### src/cam_pkg.sv
package cam_pkg;

    ////////////////////
    // frame geometry

    // raw frame size as it arrives from the sensor side
    localparam int RAW_WIDTH  = 8;
    localparam int RAW_HEIGHT = 4;

    // window that is forwarded to the host
    localparam int ROI_WIDTH  = 4;
    localparam int ROI_HEIGHT = 2;

    // corner used until the host moves it
    localparam int DEFAULT_ROI_COL = 2;
    localparam int DEFAULT_ROI_ROW = 1;

    ////////////////////
    // pixel types

    typedef logic [7:0]  pixel_t;
    typedef logic [15:0] coord_t;

    // raw stream beat, sof marks pixel (0,0)
    typedef struct packed {
        logic   sof;
        pixel_t pixel;
    } pixel_beat_t;

    // cropped stream beat
    typedef struct packed {
        logic   first;
        logic   last;
        pixel_t pixel;
    } crop_beat_t;

endpackage

### src/host_pkg.sv
package host_pkg;

    ////////////////////
    // host link types

    typedef logic [7:0]  host_byte_t;
    typedef logic [15:0] reg_addr_t;
    typedef logic [31:0] reg_data_t;

    // one assembled host command
    typedef struct packed {
        logic      is_read;
        reg_addr_t addr;
        reg_data_t data;
    } host_cmd_t;

    // one byte toward the host, last closes a packet
    typedef struct packed {
        logic       last;
        host_byte_t data;
    } tx_beat_t;

    localparam int CMD_BYTES     = 6;
    localparam int REPLY_BYTES   = 4;
    localparam int HEADER_BYTES  = 8;
    localparam int READ_FLAG_BIT = 15;

    // "BIVFRAME"
    localparam logic [63:0] MAGIC_NUM = 64'h42_49_56_46_52_41_4D_45;

    ////////////////////
    // register map
    localparam reg_addr_t ADDR_ROI_COL     = 16'h0001;
    localparam reg_addr_t ADDR_ROI_ROW     = 16'h0002;
    localparam reg_addr_t ADDR_FRAME_COUNT = 16'h0003;
    localparam reg_addr_t ADDR_SCRATCH     = 16'h0004;

endpackage

### src/cmd_assembler.sv
`timescale 1ns/1ns

module cmd_assembler
    import host_pkg::*;
(
    input  logic       core_clk,
    input  logic       sys_reset,
    input  host_byte_t rx_byte_i,
    input  logic       rx_valid_i,
    output host_cmd_t  cmd_o,
    output logic       cmd_valid_o
);

    // address bytes first, msb first
    logic [CMD_BYTES*$bits(host_byte_t)-1:0] shift_q;
    logic [2:0]                              count_q;
    logic                                    cmd_valid_q;

    always_ff @(posedge core_clk) begin
        if (rx_valid_i) begin
            shift_q <= {shift_q[(CMD_BYTES-1)*$bits(host_byte_t)-1:0], rx_byte_i};
        end
    end

    always_ff @(posedge core_clk) begin
        if (sys_reset) begin
            count_q     <= '0;
            cmd_valid_q <= 1'b0;
        end else begin
            cmd_valid_q <= 1'b0;
            if (rx_valid_i) begin
                if (count_q == 3'(CMD_BYTES - 1)) begin
                    count_q     <= '0;
                    cmd_valid_q <= 1'b1;
                end else begin
                    count_q <= count_q + 3'd1;
                end
            end
        end
    end

    // split the word, read flag is dropped from the address
    always_comb begin
        cmd_o.addr                = shift_q[$bits(reg_data_t) +: $bits(reg_addr_t)];
        cmd_o.is_read             = cmd_o.addr[READ_FLAG_BIT];
        cmd_o.addr[READ_FLAG_BIT] = 1'b0;
        cmd_o.data                = shift_q[$bits(reg_data_t)-1:0];
    end

    assign cmd_valid_o = cmd_valid_q;

endmodule

### src/const_regs.sv
`timescale 1ns/1ns

module const_regs
    import cam_pkg::*;
    import host_pkg::*;
(
    input  logic      core_clk,
    input  logic      sys_reset,
    input  host_cmd_t cmd_i,
    input  logic      cmd_valid_i,
    input  logic      frame_sent_i,
    output coord_t    roi_col_o,
    output coord_t    roi_row_o,
    output tx_beat_t  reply_o,
    output logic      reply_valid_o,
    input  logic      reply_ready_i
);

    typedef enum logic [0:0] {
        REPLY_IDLE,
        REPLY_SEND
    } reply_state_t;

    coord_t       roi_col_q;
    coord_t       roi_row_q;
    reg_data_t    scratch_q;
    reg_data_t    frame_count_q;
    reg_data_t    read_data;
    reg_data_t    reply_word_q;
    logic [1:0]   reply_idx_q;
    reply_state_t reply_state_q;

    ////////////////////
    // register file

    always_ff @(posedge core_clk) begin
        if (sys_reset) begin
            roi_col_q     <= coord_t'(DEFAULT_ROI_COL);
            roi_row_q     <= coord_t'(DEFAULT_ROI_ROW);
            scratch_q     <= '0;
            frame_count_q <= '0;
        end else begin
            if (frame_sent_i) begin
                frame_count_q <= frame_count_q + 32'd1;
            end
            // frame counter is read only, writes to it fall through
            if (cmd_valid_i && !cmd_i.is_read) begin
                case (cmd_i.addr)
                    ADDR_ROI_COL: roi_col_q <= coord_t'(cmd_i.data);
                    ADDR_ROI_ROW: roi_row_q <= coord_t'(cmd_i.data);
                    ADDR_SCRATCH: scratch_q <= cmd_i.data;
                    default: ;
                endcase
            end
        end
    end

    // read decode, unknown address reads as zero
    always_comb begin
        case (cmd_i.addr)
            ADDR_ROI_COL:     read_data = reg_data_t'(roi_col_q);
            ADDR_ROI_ROW:     read_data = reg_data_t'(roi_row_q);
            ADDR_FRAME_COUNT: read_data = frame_count_q;
            ADDR_SCRATCH:     read_data = scratch_q;
            default:          read_data = '0;
        endcase
    end

    ////////////////////
    // reply serializer

    always_ff @(posedge core_clk) begin
        if (sys_reset) begin
            reply_state_q <= REPLY_IDLE;
            reply_idx_q   <= '0;
        end else begin
            case (reply_state_q)
                REPLY_IDLE: begin
                    // reads while busy are dropped
                    if (cmd_valid_i && cmd_i.is_read) begin
                        reply_state_q <= REPLY_SEND;
                        reply_idx_q   <= '0;
                    end
                end
                REPLY_SEND: begin
                    if (reply_ready_i) begin
                        if (reply_o.last) begin
                            reply_state_q <= REPLY_IDLE;
                        end
                        reply_idx_q <= reply_idx_q + 2'd1;
                    end
                end
                default: reply_state_q <= REPLY_IDLE;
            endcase
        end
    end

    always_ff @(posedge core_clk) begin
        if (reply_state_q == REPLY_IDLE && cmd_valid_i && cmd_i.is_read) begin
            reply_word_q <= read_data;
        end else if (reply_state_q == REPLY_SEND && reply_ready_i) begin
            reply_word_q <= {reply_word_q[23:0], 8'h00};
        end
    end

    assign reply_valid_o = (reply_state_q == REPLY_SEND);
    assign reply_o.data  = reply_word_q[31:24];
    assign reply_o.last  = (reply_idx_q == 2'(REPLY_BYTES - 1));

    assign roi_col_o = roi_col_q;
    assign roi_row_o = roi_row_q;

endmodule

### src/roi_cropper.sv
`timescale 1ns/1ns

module roi_cropper
    import cam_pkg::*;
(
    input  logic        core_clk,
    input  logic        sys_reset,
    input  pixel_beat_t pix_i,
    input  logic        pix_valid_i,
    output logic        pix_ready_o,
    input  coord_t      roi_col_i,
    input  coord_t      roi_row_i,
    output crop_beat_t  crop_o,
    output logic        crop_valid_o,
    input  logic        crop_ready_i
);

    // position of the next expected pixel
    coord_t     col_q;
    coord_t     row_q;
    // corner in use for the current frame
    coord_t     corner_col_q;
    coord_t     corner_row_q;
    coord_t     cur_col;
    coord_t     cur_row;
    coord_t     win_col;
    coord_t     win_row;
    logic       in_window;
    logic       accept;
    crop_beat_t crop_q;
    logic       crop_valid_q;

    assign pix_ready_o = !crop_valid_q || crop_ready_i;
    assign accept      = pix_valid_i && pix_ready_o;

    always_comb begin
        cur_col = pix_i.sof ? '0 : col_q;
        cur_row = pix_i.sof ? '0 : row_q;
        // new corner takes effect at the sof pixel itself
        win_col = pix_i.sof ? roi_col_i : corner_col_q;
        win_row = pix_i.sof ? roi_row_i : corner_row_q;
        in_window = (cur_col >= win_col) && (cur_col < win_col + coord_t'(ROI_WIDTH))
                 && (cur_row >= win_row) && (cur_row < win_row + coord_t'(ROI_HEIGHT));
    end

    ////////////////////
    // raster tracking

    always_ff @(posedge core_clk) begin
        if (sys_reset) begin
            col_q        <= '0;
            row_q        <= '0;
            corner_col_q <= coord_t'(DEFAULT_ROI_COL);
            corner_row_q <= coord_t'(DEFAULT_ROI_ROW);
        end else if (accept) begin
            corner_col_q <= win_col;
            corner_row_q <= win_row;
            if (cur_col == coord_t'(RAW_WIDTH - 1)) begin
                col_q <= '0;
                row_q <= (cur_row == coord_t'(RAW_HEIGHT - 1)) ? '0 : cur_row + 16'd1;
            end else begin
                col_q <= cur_col + 16'd1;
                row_q <= cur_row;
            end
        end
    end

    ////////////////////
    // output register

    always_ff @(posedge core_clk) begin
        if (sys_reset) begin
            crop_valid_q <= 1'b0;
        end else if (accept && in_window) begin
            crop_valid_q <= 1'b1;
        end else if (crop_ready_i) begin
            crop_valid_q <= 1'b0;
        end
    end

    always_ff @(posedge core_clk) begin
        if (accept && in_window) begin
            crop_q.pixel <= pix_i.pixel;
            crop_q.first <= (cur_col == win_col) && (cur_row == win_row);
            crop_q.last  <= (cur_col == win_col + coord_t'(ROI_WIDTH - 1))
                         && (cur_row == win_row + coord_t'(ROI_HEIGHT - 1));
        end
    end

    assign crop_o       = crop_q;
    assign crop_valid_o = crop_valid_q;

endmodule

### src/frame_framer.sv
`timescale 1ns/1ns

module frame_framer
    import cam_pkg::*;
    import host_pkg::*;
(
    input  logic       core_clk,
    input  logic       sys_reset,
    input  crop_beat_t crop_i,
    input  logic       crop_valid_i,
    output logic       crop_ready_o,
    output tx_beat_t   frame_o,
    output logic       frame_valid_o,
    input  logic       frame_ready_i,
    output logic       frame_sent_o
);

    typedef enum logic [1:0] {
        FRAME_IDLE,
        FRAME_HEADER,
        FRAME_PIXELS
    } frame_state_t;

    frame_state_t state_q;
    logic [2:0]   hdr_idx_q;
    logic         frame_sent_q;
    logic         pix_done;

    // last pixel of the frame leaves on this cycle
    assign pix_done = (state_q == FRAME_PIXELS) && crop_valid_i && frame_ready_i
                   && crop_i.last;

    always_ff @(posedge core_clk) begin
        if (sys_reset) begin
            state_q      <= FRAME_IDLE;
            hdr_idx_q    <= '0;
            frame_sent_q <= 1'b0;
        end else begin
            frame_sent_q <= pix_done;
            case (state_q)
                FRAME_IDLE: begin
                    // first beat stays parked at the cropper output
                    if (crop_valid_i && crop_i.first) begin
                        state_q   <= FRAME_HEADER;
                        hdr_idx_q <= '0;
                    end
                end
                FRAME_HEADER: begin
                    if (frame_ready_i) begin
                        if (hdr_idx_q == 3'(HEADER_BYTES - 1)) begin
                            state_q <= FRAME_PIXELS;
                        end
                        hdr_idx_q <= hdr_idx_q + 3'd1;
                    end
                end
                FRAME_PIXELS: begin
                    if (pix_done) begin
                        state_q <= FRAME_IDLE;
                    end
                end
                default: state_q <= FRAME_IDLE;
            endcase
        end
    end

    always_comb begin
        frame_o.last  = 1'b0;
        frame_o.data  = MAGIC_NUM[(HEADER_BYTES - 1 - int'(hdr_idx_q))*8 +: 8];
        frame_valid_o = 1'b0;
        crop_ready_o  = 1'b0;
        case (state_q)
            // stray beats without a frame start are discarded
            FRAME_IDLE:   crop_ready_o = crop_valid_i && !crop_i.first;
            FRAME_HEADER: frame_valid_o = 1'b1;
            FRAME_PIXELS: begin
                frame_o.data  = crop_i.pixel;
                frame_o.last  = crop_i.last;
                frame_valid_o = crop_valid_i;
                crop_ready_o  = frame_ready_i;
            end
            default: ;
        endcase
    end

    assign frame_sent_o = frame_sent_q;

endmodule

### src/tx_arbiter.sv
`timescale 1ns/1ns

module tx_arbiter
    import host_pkg::*;
(
    input  logic     core_clk,
    input  logic     sys_reset,
    input  tx_beat_t reply_i,
    input  logic     reply_valid_i,
    output logic     reply_ready_o,
    input  tx_beat_t frame_i,
    input  logic     frame_valid_i,
    output logic     frame_ready_o,
    output tx_beat_t tx_o,
    output logic     tx_valid_o,
    input  logic     tx_ready_i
);

    typedef enum logic [1:0] {
        GRANT_NONE,
        GRANT_REPLY,
        GRANT_FRAME
    } grant_t;

    grant_t grant_q;
    logic   sel_reply;
    logic   sel_frame;
    logic   pkt_end;

    // replies win when nothing is locked
    assign sel_reply = (grant_q == GRANT_REPLY) || (grant_q == GRANT_NONE && reply_valid_i);
    assign sel_frame = (grant_q == GRANT_FRAME)
                    || (grant_q == GRANT_NONE && !reply_valid_i && frame_valid_i);

    assign tx_o          = sel_reply ? reply_i : frame_i;
    assign tx_valid_o    = sel_reply ? reply_valid_i : (sel_frame && frame_valid_i);
    assign reply_ready_o = sel_reply && tx_ready_i;
    assign frame_ready_o = sel_frame && tx_ready_i;
    assign pkt_end       = tx_valid_o && tx_ready_i && tx_o.last;

    always_ff @(posedge core_clk) begin
        if (sys_reset) begin
            grant_q <= GRANT_NONE;
        end else if (grant_q == GRANT_NONE) begin
            // lock once a beat is offered so the port data stays stable
            if (tx_valid_o && !pkt_end) begin
                grant_q <= sel_reply ? GRANT_REPLY : GRANT_FRAME;
            end
        end else if (pkt_end) begin
            grant_q <= GRANT_NONE;
        end
    end

endmodule

### src/previewer_top.sv
`timescale 1ns/1ns

module previewer_top
    import cam_pkg::*;
    import host_pkg::*;
(
    input  logic        core_clk,
    input  logic        sys_reset,
    input  host_byte_t  rx_byte_i,
    input  logic        rx_valid_i,
    input  pixel_beat_t pix_i,
    input  logic        pix_valid_i,
    output logic        pix_ready_o,
    output tx_beat_t    tx_o,
    output logic        tx_valid_o,
    input  logic        tx_ready_i
);

    ////////////////////
    // host command side
    host_cmd_t cmd;
    logic      cmd_valid;
    coord_t    roi_col;
    coord_t    roi_row;
    tx_beat_t  reply;
    logic      reply_valid;
    logic      reply_ready;
    logic      frame_sent;

    ////////////////////
    // pixel side
    crop_beat_t crop;
    logic       crop_valid;
    logic       crop_ready;
    tx_beat_t   frame;
    logic       frame_valid;
    logic       frame_ready;

    cmd_assembler u_cmd_assembler (
        .core_clk   (core_clk),
        .sys_reset  (sys_reset),
        .rx_byte_i  (rx_byte_i),
        .rx_valid_i (rx_valid_i),
        .cmd_o      (cmd),
        .cmd_valid_o(cmd_valid)
    );

    const_regs u_const_regs (
        .core_clk     (core_clk),
        .sys_reset    (sys_reset),
        .cmd_i        (cmd),
        .cmd_valid_i  (cmd_valid),
        .frame_sent_i (frame_sent),
        .roi_col_o    (roi_col),
        .roi_row_o    (roi_row),
        .reply_o      (reply),
        .reply_valid_o(reply_valid),
        .reply_ready_i(reply_ready)
    );

    roi_cropper u_roi_cropper (
        .core_clk    (core_clk),
        .sys_reset   (sys_reset),
        .pix_i       (pix_i),
        .pix_valid_i (pix_valid_i),
        .pix_ready_o (pix_ready_o),
        .roi_col_i   (roi_col),
        .roi_row_i   (roi_row),
        .crop_o      (crop),
        .crop_valid_o(crop_valid),
        .crop_ready_i(crop_ready)
    );

    frame_framer u_frame_framer (
        .core_clk     (core_clk),
        .sys_reset    (sys_reset),
        .crop_i       (crop),
        .crop_valid_i (crop_valid),
        .crop_ready_o (crop_ready),
        .frame_o      (frame),
        .frame_valid_o(frame_valid),
        .frame_ready_i(frame_ready),
        .frame_sent_o (frame_sent)
    );

    // one host port, replies and frames take turns per packet
    tx_arbiter u_tx_arbiter (
        .core_clk     (core_clk),
        .sys_reset    (sys_reset),
        .reply_i      (reply),
        .reply_valid_i(reply_valid),
        .reply_ready_o(reply_ready),
        .frame_i      (frame),
        .frame_valid_i(frame_valid),
        .frame_ready_o(frame_ready),
        .tx_o         (tx_o),
        .tx_valid_o   (tx_valid_o),
        .tx_ready_i   (tx_ready_i)
    );

endmodule

### config.mk
export PLATFORM = sky130hd
export DESIGN_NAME = previewer_top
export DESIGN_NICKNAME = d
export VERILOG_FILES = /design/src/cam_pkg.sv /design/src/host_pkg.sv /design/src/cmd_assembler.sv /design/src/const_regs.sv /design/src/roi_cropper.sv /design/src/frame_framer.sv /design/src/tx_arbiter.sv /design/src/previewer_top.sv
export SDC_FILE = /design/constraint.sdc
export NUM_CORES = 1
export LEC_CHECK = 0
export BUFFER_PORTS_ARGS = -buffer_cell sky130_fd_sc_hd__buf_2
export CORE_UTILIZATION = 60
export DETAILED_ROUTE_END_ITERATION = 10
export PLACE_DENSITY = 0.76
export SYNTH_ARGS = -nofsm -noshare
export SYNTH_HDL_FRONTEND = slang
export SYNTH_SLANG_ARGS = --single-unit
### constraint.sdc
create_clock -name core_clk -period 6.5 [get_ports core_clk]
set_input_delay 1.625 -clock core_clk [delete_from_list [all_inputs] [get_ports core_clk]]
set_output_delay 1.625 -clock core_clk [all_outputs]
set_load 0.01 [all_outputs]
==> results of run 1 <==
power groups by stage:
stage / combinational, mW / sequential (mW) / clock, mW
2_1_floorplan: 0.146 / 1.81 / 0
3_3_place_gp: 0.194 / 1.82 / 0
3_5_place_dp: 0.197 / 1.82 / 0
4_1_cts: 0.198 / 1.79 / 1.57
5_1_grt: 0.219 / 1.79 / 1.63
6_report: 0.200 / 1.79 / 1.54
worst reg2reg max path, cell delays in order, from the launching register on:
cell	delay, ns
dfxtp_1	0.54
mux2i_1	0.28
or2_2	0.35
or3_1	0.35
a21oi_1	0.37
nand3_1	0.15
xnor2_1	0.15
ha_1	0.31
nor2b_1	0.13
o21ai_0	0.16
o2111a_1	0.26
o41ai_1	0.10
or4_1	0.62
a21oi_1	0.17
buf_4	0.21
sequential cells by signal, summed over array words and instances, names as in the netlist, 32 cells and up:
name                        flops
u_const_regs.frame_count_q     32
u_const_regs.reply_word_q      32
u_const_regs.scratch_q         32
u_cmd_assembler.shift_q        48
layout make-up:
| class | count | area, um^2 |
|---|---|---|
| Sequential cell | 266 | 6230 |
| Fill cell | 1945 | 7840 |
| Tap cell | 319 | 399 |
| Timing Repair Buffer | 54 | 343 |
| Multi-Input combinational cell | 1205 | 7710 |
| Inverter | 38 | 143 |
| Clock buffer | 41 | 811 |
| Clock inverter | 12 | 77.6 |
path summary, 6_finish.rpt:
path                                                               to  slack, ns  cells past startpoint
worst min-delay path            u_cmd_assembler.shift_q[24]$_DFFE_PP_       0.45                      0
worst min register to register  u_cmd_assembler.shift_q[24]$_DFFE_PP_       0.45                      0
worst max-delay path                u_roi_cropper.crop_o[1]$_DFFE_PP_       1.08                     18
worst max register to register      u_roi_cropper.crop_o[1]$_DFFE_PP_       2.04                     14
per-layer routing:
metal | vias to the layer above | track usage (%)
met5 | - | 0
met2 | 473 | 47.9
met4 | 0 | 10.9
met3 | 79 | 4.02
li1 | 5775 | -
met1 | 5635 | 42.2
cells by family (layout without fill, tap and decap cells):
kind of cell    count (synthesis)  in the layout  synth area share, %
buf+inv                       121            145                 3.61
compound gates                376            376                 16.6
mux                            56             56                 4.17
simple gates                  618            618                 21.0
fa+ha+maj                      77             77                 6.67
flops                         266            266                 43.1
xor+xnor                       78             78                 4.78
cells in the final DEF (no fill, tap or decap), drive strengths merged, types with 9 or more instances in the layout:
| master | Yosys | routed |
|---|---|---|
| dfxtp | 176 | 176 |
| a31oi | 13 | 13 |
| and3 | 9 | 9 |
| nor4b | 9 | 9 |
| nand4 | 27 | 27 |
| clkbuf | 68 | 41 |
| or3 | 22 | 22 |
| a22oi | 24 | 24 |
| xor2 | 32 | 32 |
| a21o | 28 | 28 |
| buf | 15 | 54 |
| mux2i | 48 | 48 |
| nand3b | 11 | 11 |
| o21ai | 71 | 71 |
| ha | 77 | 77 |
| a21oi | 147 | 147 |
| nor2b | 32 | 32 |
| xnor2 | 46 | 46 |
| and2 | 11 | 11 |
| nand2 | 232 | 232 |
| nor2 | 125 | 125 |
| a222oi | 17 | 17 |
| edfxtp | 90 | 90 |
| nor3 | 17 | 17 |
| a211oi | 40 | 40 |
| inv | 38 | 40 |
| nor4 | 16 | 16 |
| clkinv | 0 | 9 |
| nand2b | 12 | 12 |
| nand3 | 59 | 59 |
==> run metrics, run 1 <==
fin crit period between 5 and 6 ns; CTS max path bufs 3; Post-CTS Setup Bufs 0; total power 3.53 mW; Final Cycle Share 83.4%; Slew @ Worst Pin about 1.2 ns; WL per Instance between 15 and 20 um; worst setup path category in2reg; CTS sink count between 200 and 300; antenna violations before repair 0; Via Count 12000; Hold Slack 0.449 ns; die area 24700 um^2; Post-synth EDFFs 90; fin. max-slew vios 0; CP Max Fanout 31; Clk Latency, worst-skew pair 0.57 ns; ys flop type dfxtp_1; outcome completed; Max transition margin 21.6%; Synth-to-Final Area Change 8.71%; die extent in x 157 um; Routed WL 37400 um; fin nets roughly 1700; WP data required 6.76 ns; TritonCTS buffer count 29; WL met3 2850 um; vias in the first global route 10900; first-pass GRT wire length between 50000 and 60000 um; synthesis-stage register bit count 266; most common library cells after synthesis nand2_1 (232), dfxtp_1 (176), a21oi_1 (147); CP delay by family, top simple AND/OR/NAND/NOR gates; count leader, synth nand2_1; post-synth top area cell dfxtp_1; io pins 33; Synth top area share between 20 and 25%; H-tree depth 1; PD cells between 200 and 250 nW/um^2; post-route cell area 15700 um^2; fin cells 1935; crit-path max cell delay 0.62 ns; skew final 0.0160 ns; WP data arrival 5.68 ns; total congestion overflow 0; RSZ-0062 raised after global routing no; post-CTS sizing 0; asr flop ratio synth 0%; gr usage total 30.2%; Pre-Repair DR Iteration Count 6; Port Buf Inserts 32; CTS tree done; min-delay src u_cmd_assembler.shift_q[16]$_DFFE_PP_; R2R Path Start u_const_regs.roi_row_o[3]$_SDFFE_PP0P_; metal2 WL 17000 um; WL met1 16300 um; Core Area approximately 24000 um^2; Mapped Nets 1691; Cells after DPL 1882; Setup crit start kind input port; number of hold buffers added after cts 0; Critical Path Source pix_i[8]; Net Sw Frac about a quarter; CTS Root Cell clkbuf_16; largest net degree at the start of global routing 93; Setup TNS Final 0 ns; Place WS 0.598 ns; HPWL after DPL 26200 um; Cell Int Power 2.69 mW; 1st-iter DRT viols 1161; Hold Crit Class reg2reg; Crit. End Element flop; Cell Chain, Critical Path buf_4, mux2i_2, inv_1, ha_1, nand4b_1, nand2_1, and2_1, nand2_1, nor2_1, xor2_1, ha_1, nor2b_1, o21ai_0, o2111a_1, o41ai_1, or4_1, a21oi_1, buf_4; vias per cell 6.18; library cells used by synthesis 82; DIE HEIGHT ~160 um; top cells by area, synth dfxtp_1 (24%), edfxtp_1 (19%), ha_1 (6.7%); Area after DPL 14800 um^2; timing-limited maximum frequency 0.185 GHz; Final WS setup 1.08 ns; leakage power 5.65 nW; Remaining DRCs 0; Seq/Total Area, Yosys 43.1%; sw power between 0.8 and 0.9 mW; clock transition at the registers of the reported paths 0.06 ns; gpl congestion 0.941; site row count between 50 and 60; Comb power frac 5.7%; Final Hold Viols 0; Synth Instances 1592; top sig layer met4; # setup viols final 0; yosys warns 0; # diodes 0; CP bufs+invs 3; synthesized area roughly 14000 um^2; Layout Utilization about two thirds; layout cells sized above 1 8.85%; Final ANT Viol Nets 0; worst vdd ir roughly 0.19 mV; Initial Utilization 61.4%; Clock power frac 43.7%; slowest stage cell, crit path or4_1; Reg power frac 50.6%; Max-Cap Viols 0; syn avg cell area approximately 9.1 um^2
Note: power is estimated with default switching activity, not from simulation.
==> run 2: changes to the inputs <==
--- a/config.mk
+++ b/config.mk
@@ -6,7 +6,7 @@
 export NUM_CORES = 1
 export LEC_CHECK = 0
 export BUFFER_PORTS_ARGS = -buffer_cell sky130_fd_sc_hd__buf_2
-export CORE_UTILIZATION = 60
+export CORE_UTILIZATION = 57
 export DETAILED_ROUTE_END_ITERATION = 10
 export PLACE_DENSITY = 0.76
 export SYNTH_ARGS = -nofsm -noshare
==> constraint.sdc (replaced) <==
create_clock -name core_clk -period 4.86 [get_ports core_clk]
set_input_delay 1.215 -clock core_clk [delete_from_list [all_inputs] [get_ports core_clk]]
set_output_delay 1.215 -clock core_clk [all_outputs]
set_load 0.01 [all_outputs]
==> run 2 against run 1 <==
  * The flow now finishes with violations (DRC)
  * Setup slack got worse by 0.75 ns
  * Routed wire length rose by 3.1%
  * Global-route usage fell by 0.53 points
  * Clock-buffer cell count fell by 2
  * Power rose by 42%
  * Cell area rose by 4.3%
  * Sequential power rose by 34%
  * Clock power rose by 53%
  * Clock skew fell by 0.0047 ns
  * Sequential share of layout area fell by 1.6 points
  * Non-clock buffer count rose by 66
  * Register-to-register slack got worse by 1.3 ns
==> run metrics, run 2 (synthesis gave the netlist of run 1 again) <==
outcome finished, violations left; violated checks DRC; TritonCTS buffer count 29; Final Hold Viols 0; HPWL after DPL 27200 um; Routed WL 38600 um; Biggest register u_cmd_assembler.shift_q; Cell Int Power between 3 and 4 mW; 1st-iter DRT viols 1267; Final ANT Viol Nets 0; Final Cycle Share 93.3%; Cells after DPL 1953; io pins 33; Initial Utilization 58.7%; Port Buf Inserts 32; die area 26000 um^2; timing-limited maximum frequency 0.221 GHz; Post-CTS Setup Bufs 0; RSZ-0062 raised after global routing no; gpl congestion roughly 0.95; Pre-Repair DR Iteration Count 11; fin cells 2007; CP Max Fanout 11; Hold Crit Class reg2reg; total congestion overflow 0; Area after DPL about 15000 um^2; CTS tree done; Synth-to-Final Area Change 13.4%; Clk Latency, worst-skew pair 0.57 ns; CTS max path bufs 3; clock transition at the registers of the reported paths 0.06 ns; Hold Slack 0.451 ns; fin nets 1759; Setup crit start kind input port; antenna violations before repair 1; Comb power frac 5.7%; Max-Cap Viols 0; Reg power frac 47.6%; sw power 1.18 mW; max FFs per register 48; WP data arrival slightly below 5 ns; post-CTS sizing 0; vias per cell around 6.2; first-pass GRT wire length 61500 um; PD cells about 310 nW/um^2; worst setup path category in2reg; min-delay src u_cmd_assembler.shift_q[35]$_DFFE_PP_; commonest non-fill, non-tap cells in the layout nand2_1 (232), dfxtp_1 (176), a21oi_1 (146); number of hold buffers added after cts 0; die extent in x 161 um; Via Count around 12000; skew final between 0.01 and 0.015 ns; # setup viols final 0; largest net degree at the start of global routing 75; post-route cell area 16400 um^2; Net Sw Frac 23.4%; vias in the first global route roughly 12000; Critical Path Source pix_i[8]; fin crit period 4.53 ns; Remaining DRCs 3; most common cell after layout, fill and taps aside nand2_1; WL per Instance 19.2 um; CTS sink count around 270; Clock power frac 46.7%; WP data required 5.14 ns; CTS Root Cell clkbuf_16; Slew @ Worst Pin 1.13 ns; gr usage total 29.7%; fin. max-slew vios 0; Final WS setup 0.327 ns; Crit. End Element flop; Place WS -0.189 ns; leakage power 6.04 nW; R2R Path Start u_const_regs.roi_row_o[2]$_SDFFE_PP0P_; layout cells sized above 1 13.1%; # diodes 0; Max transition margin between 20% and 30%; FF-to-FF setup slack around 0.74 ns; H-tree depth 1; worst vdd ir roughly 0.25 mV; Core Area 24600 um^2; DIE HEIGHT 161 um; Layout Utilization 66.6%; site row count 57; Filler cells roughly 2000
run 2: changes by cell type in the layout (fill, tap and decap cells not counted), moves of 2 or more:
cell,previous run,this run
buf_4,23,88
inv_4,0,2
clkbuf_16,29,33
bufinv_16,0,2
clkbuf_1,8,1
run 2: stage by stage:
stage,power (mW),setup TNS [ns]
2_1_floorplan,2.61,0
3_3_place_gp,2.71,-0.615
3_5_place_dp,2.72,-1.89
4_1_cts,5.03,0
5_1_grt,5.17,0
6_report,5.03,0
run 2: worst paths after layout:
| check | end | depth (start not counted) |
|---|---|---|
| hold reg to reg | u_cmd_assembler.shift_q[43]$_DFFE_PP_ | 0 |
| hold / removal | u_cmd_assembler.shift_q[43]$_DFFE_PP_ | 0 |
| setup reg to reg | u_roi_cropper.crop_o[0]$_DFFE_PP_ | 15 |
| setup / recovery | u_roi_cropper.crop_o[0]$_DFFE_PP_ | 16 |
run 2: area by class of cell:
cell class,count,area (um^2),area share (%)
clock buffer,39,890,5.43
multi-input combinational,1205,7720,47.1
timing repair buffer,120,851,5.19
sequential,266,6230,38.0
inverter,38,143,0.871
tap,324,405,2.47
clock inverter,15,145,0.886
run 2: power by group through the flow:
stage | clock network (mW) | logic, mW | registers, mW
finish | 2.35 | 0.289 | 2.39
global route | 2.45 | 0.316 | 2.39
CTS | 2.36 | 0.285 | 2.39
detailed placement | 0 | 0.283 | 2.44
global placement | 0 | 0.278 | 2.44
floorplan | 0 | 0.197 | 2.42
run 2: worst max-delay path: stages:
cell and delay (ns):
buf_4 0.19, mux2i_2 0.20, or2_2 0.32, or3_1 0.36, a21oi_1 0.40, nand2b_1 0.14
xnor2_1 0.15, ha_1 0.19, a21o_1 0.15, a21o_1 0.16, a21oi_1 0.17, o2111a_1 0.22
o41ai_1 0.08, or4_1 0.52, a21oi_4 0.18, buf_12 0.14
run 2: per-layer routing:
metal,part of all wire (%),track usage (%),vias up
met4,2.9,9.26,2
li1,-,-,5915
met2,46,48.9,509
met1,43,40.3,5841
met5,0.034,0,-
met3,7.5,4.24,80
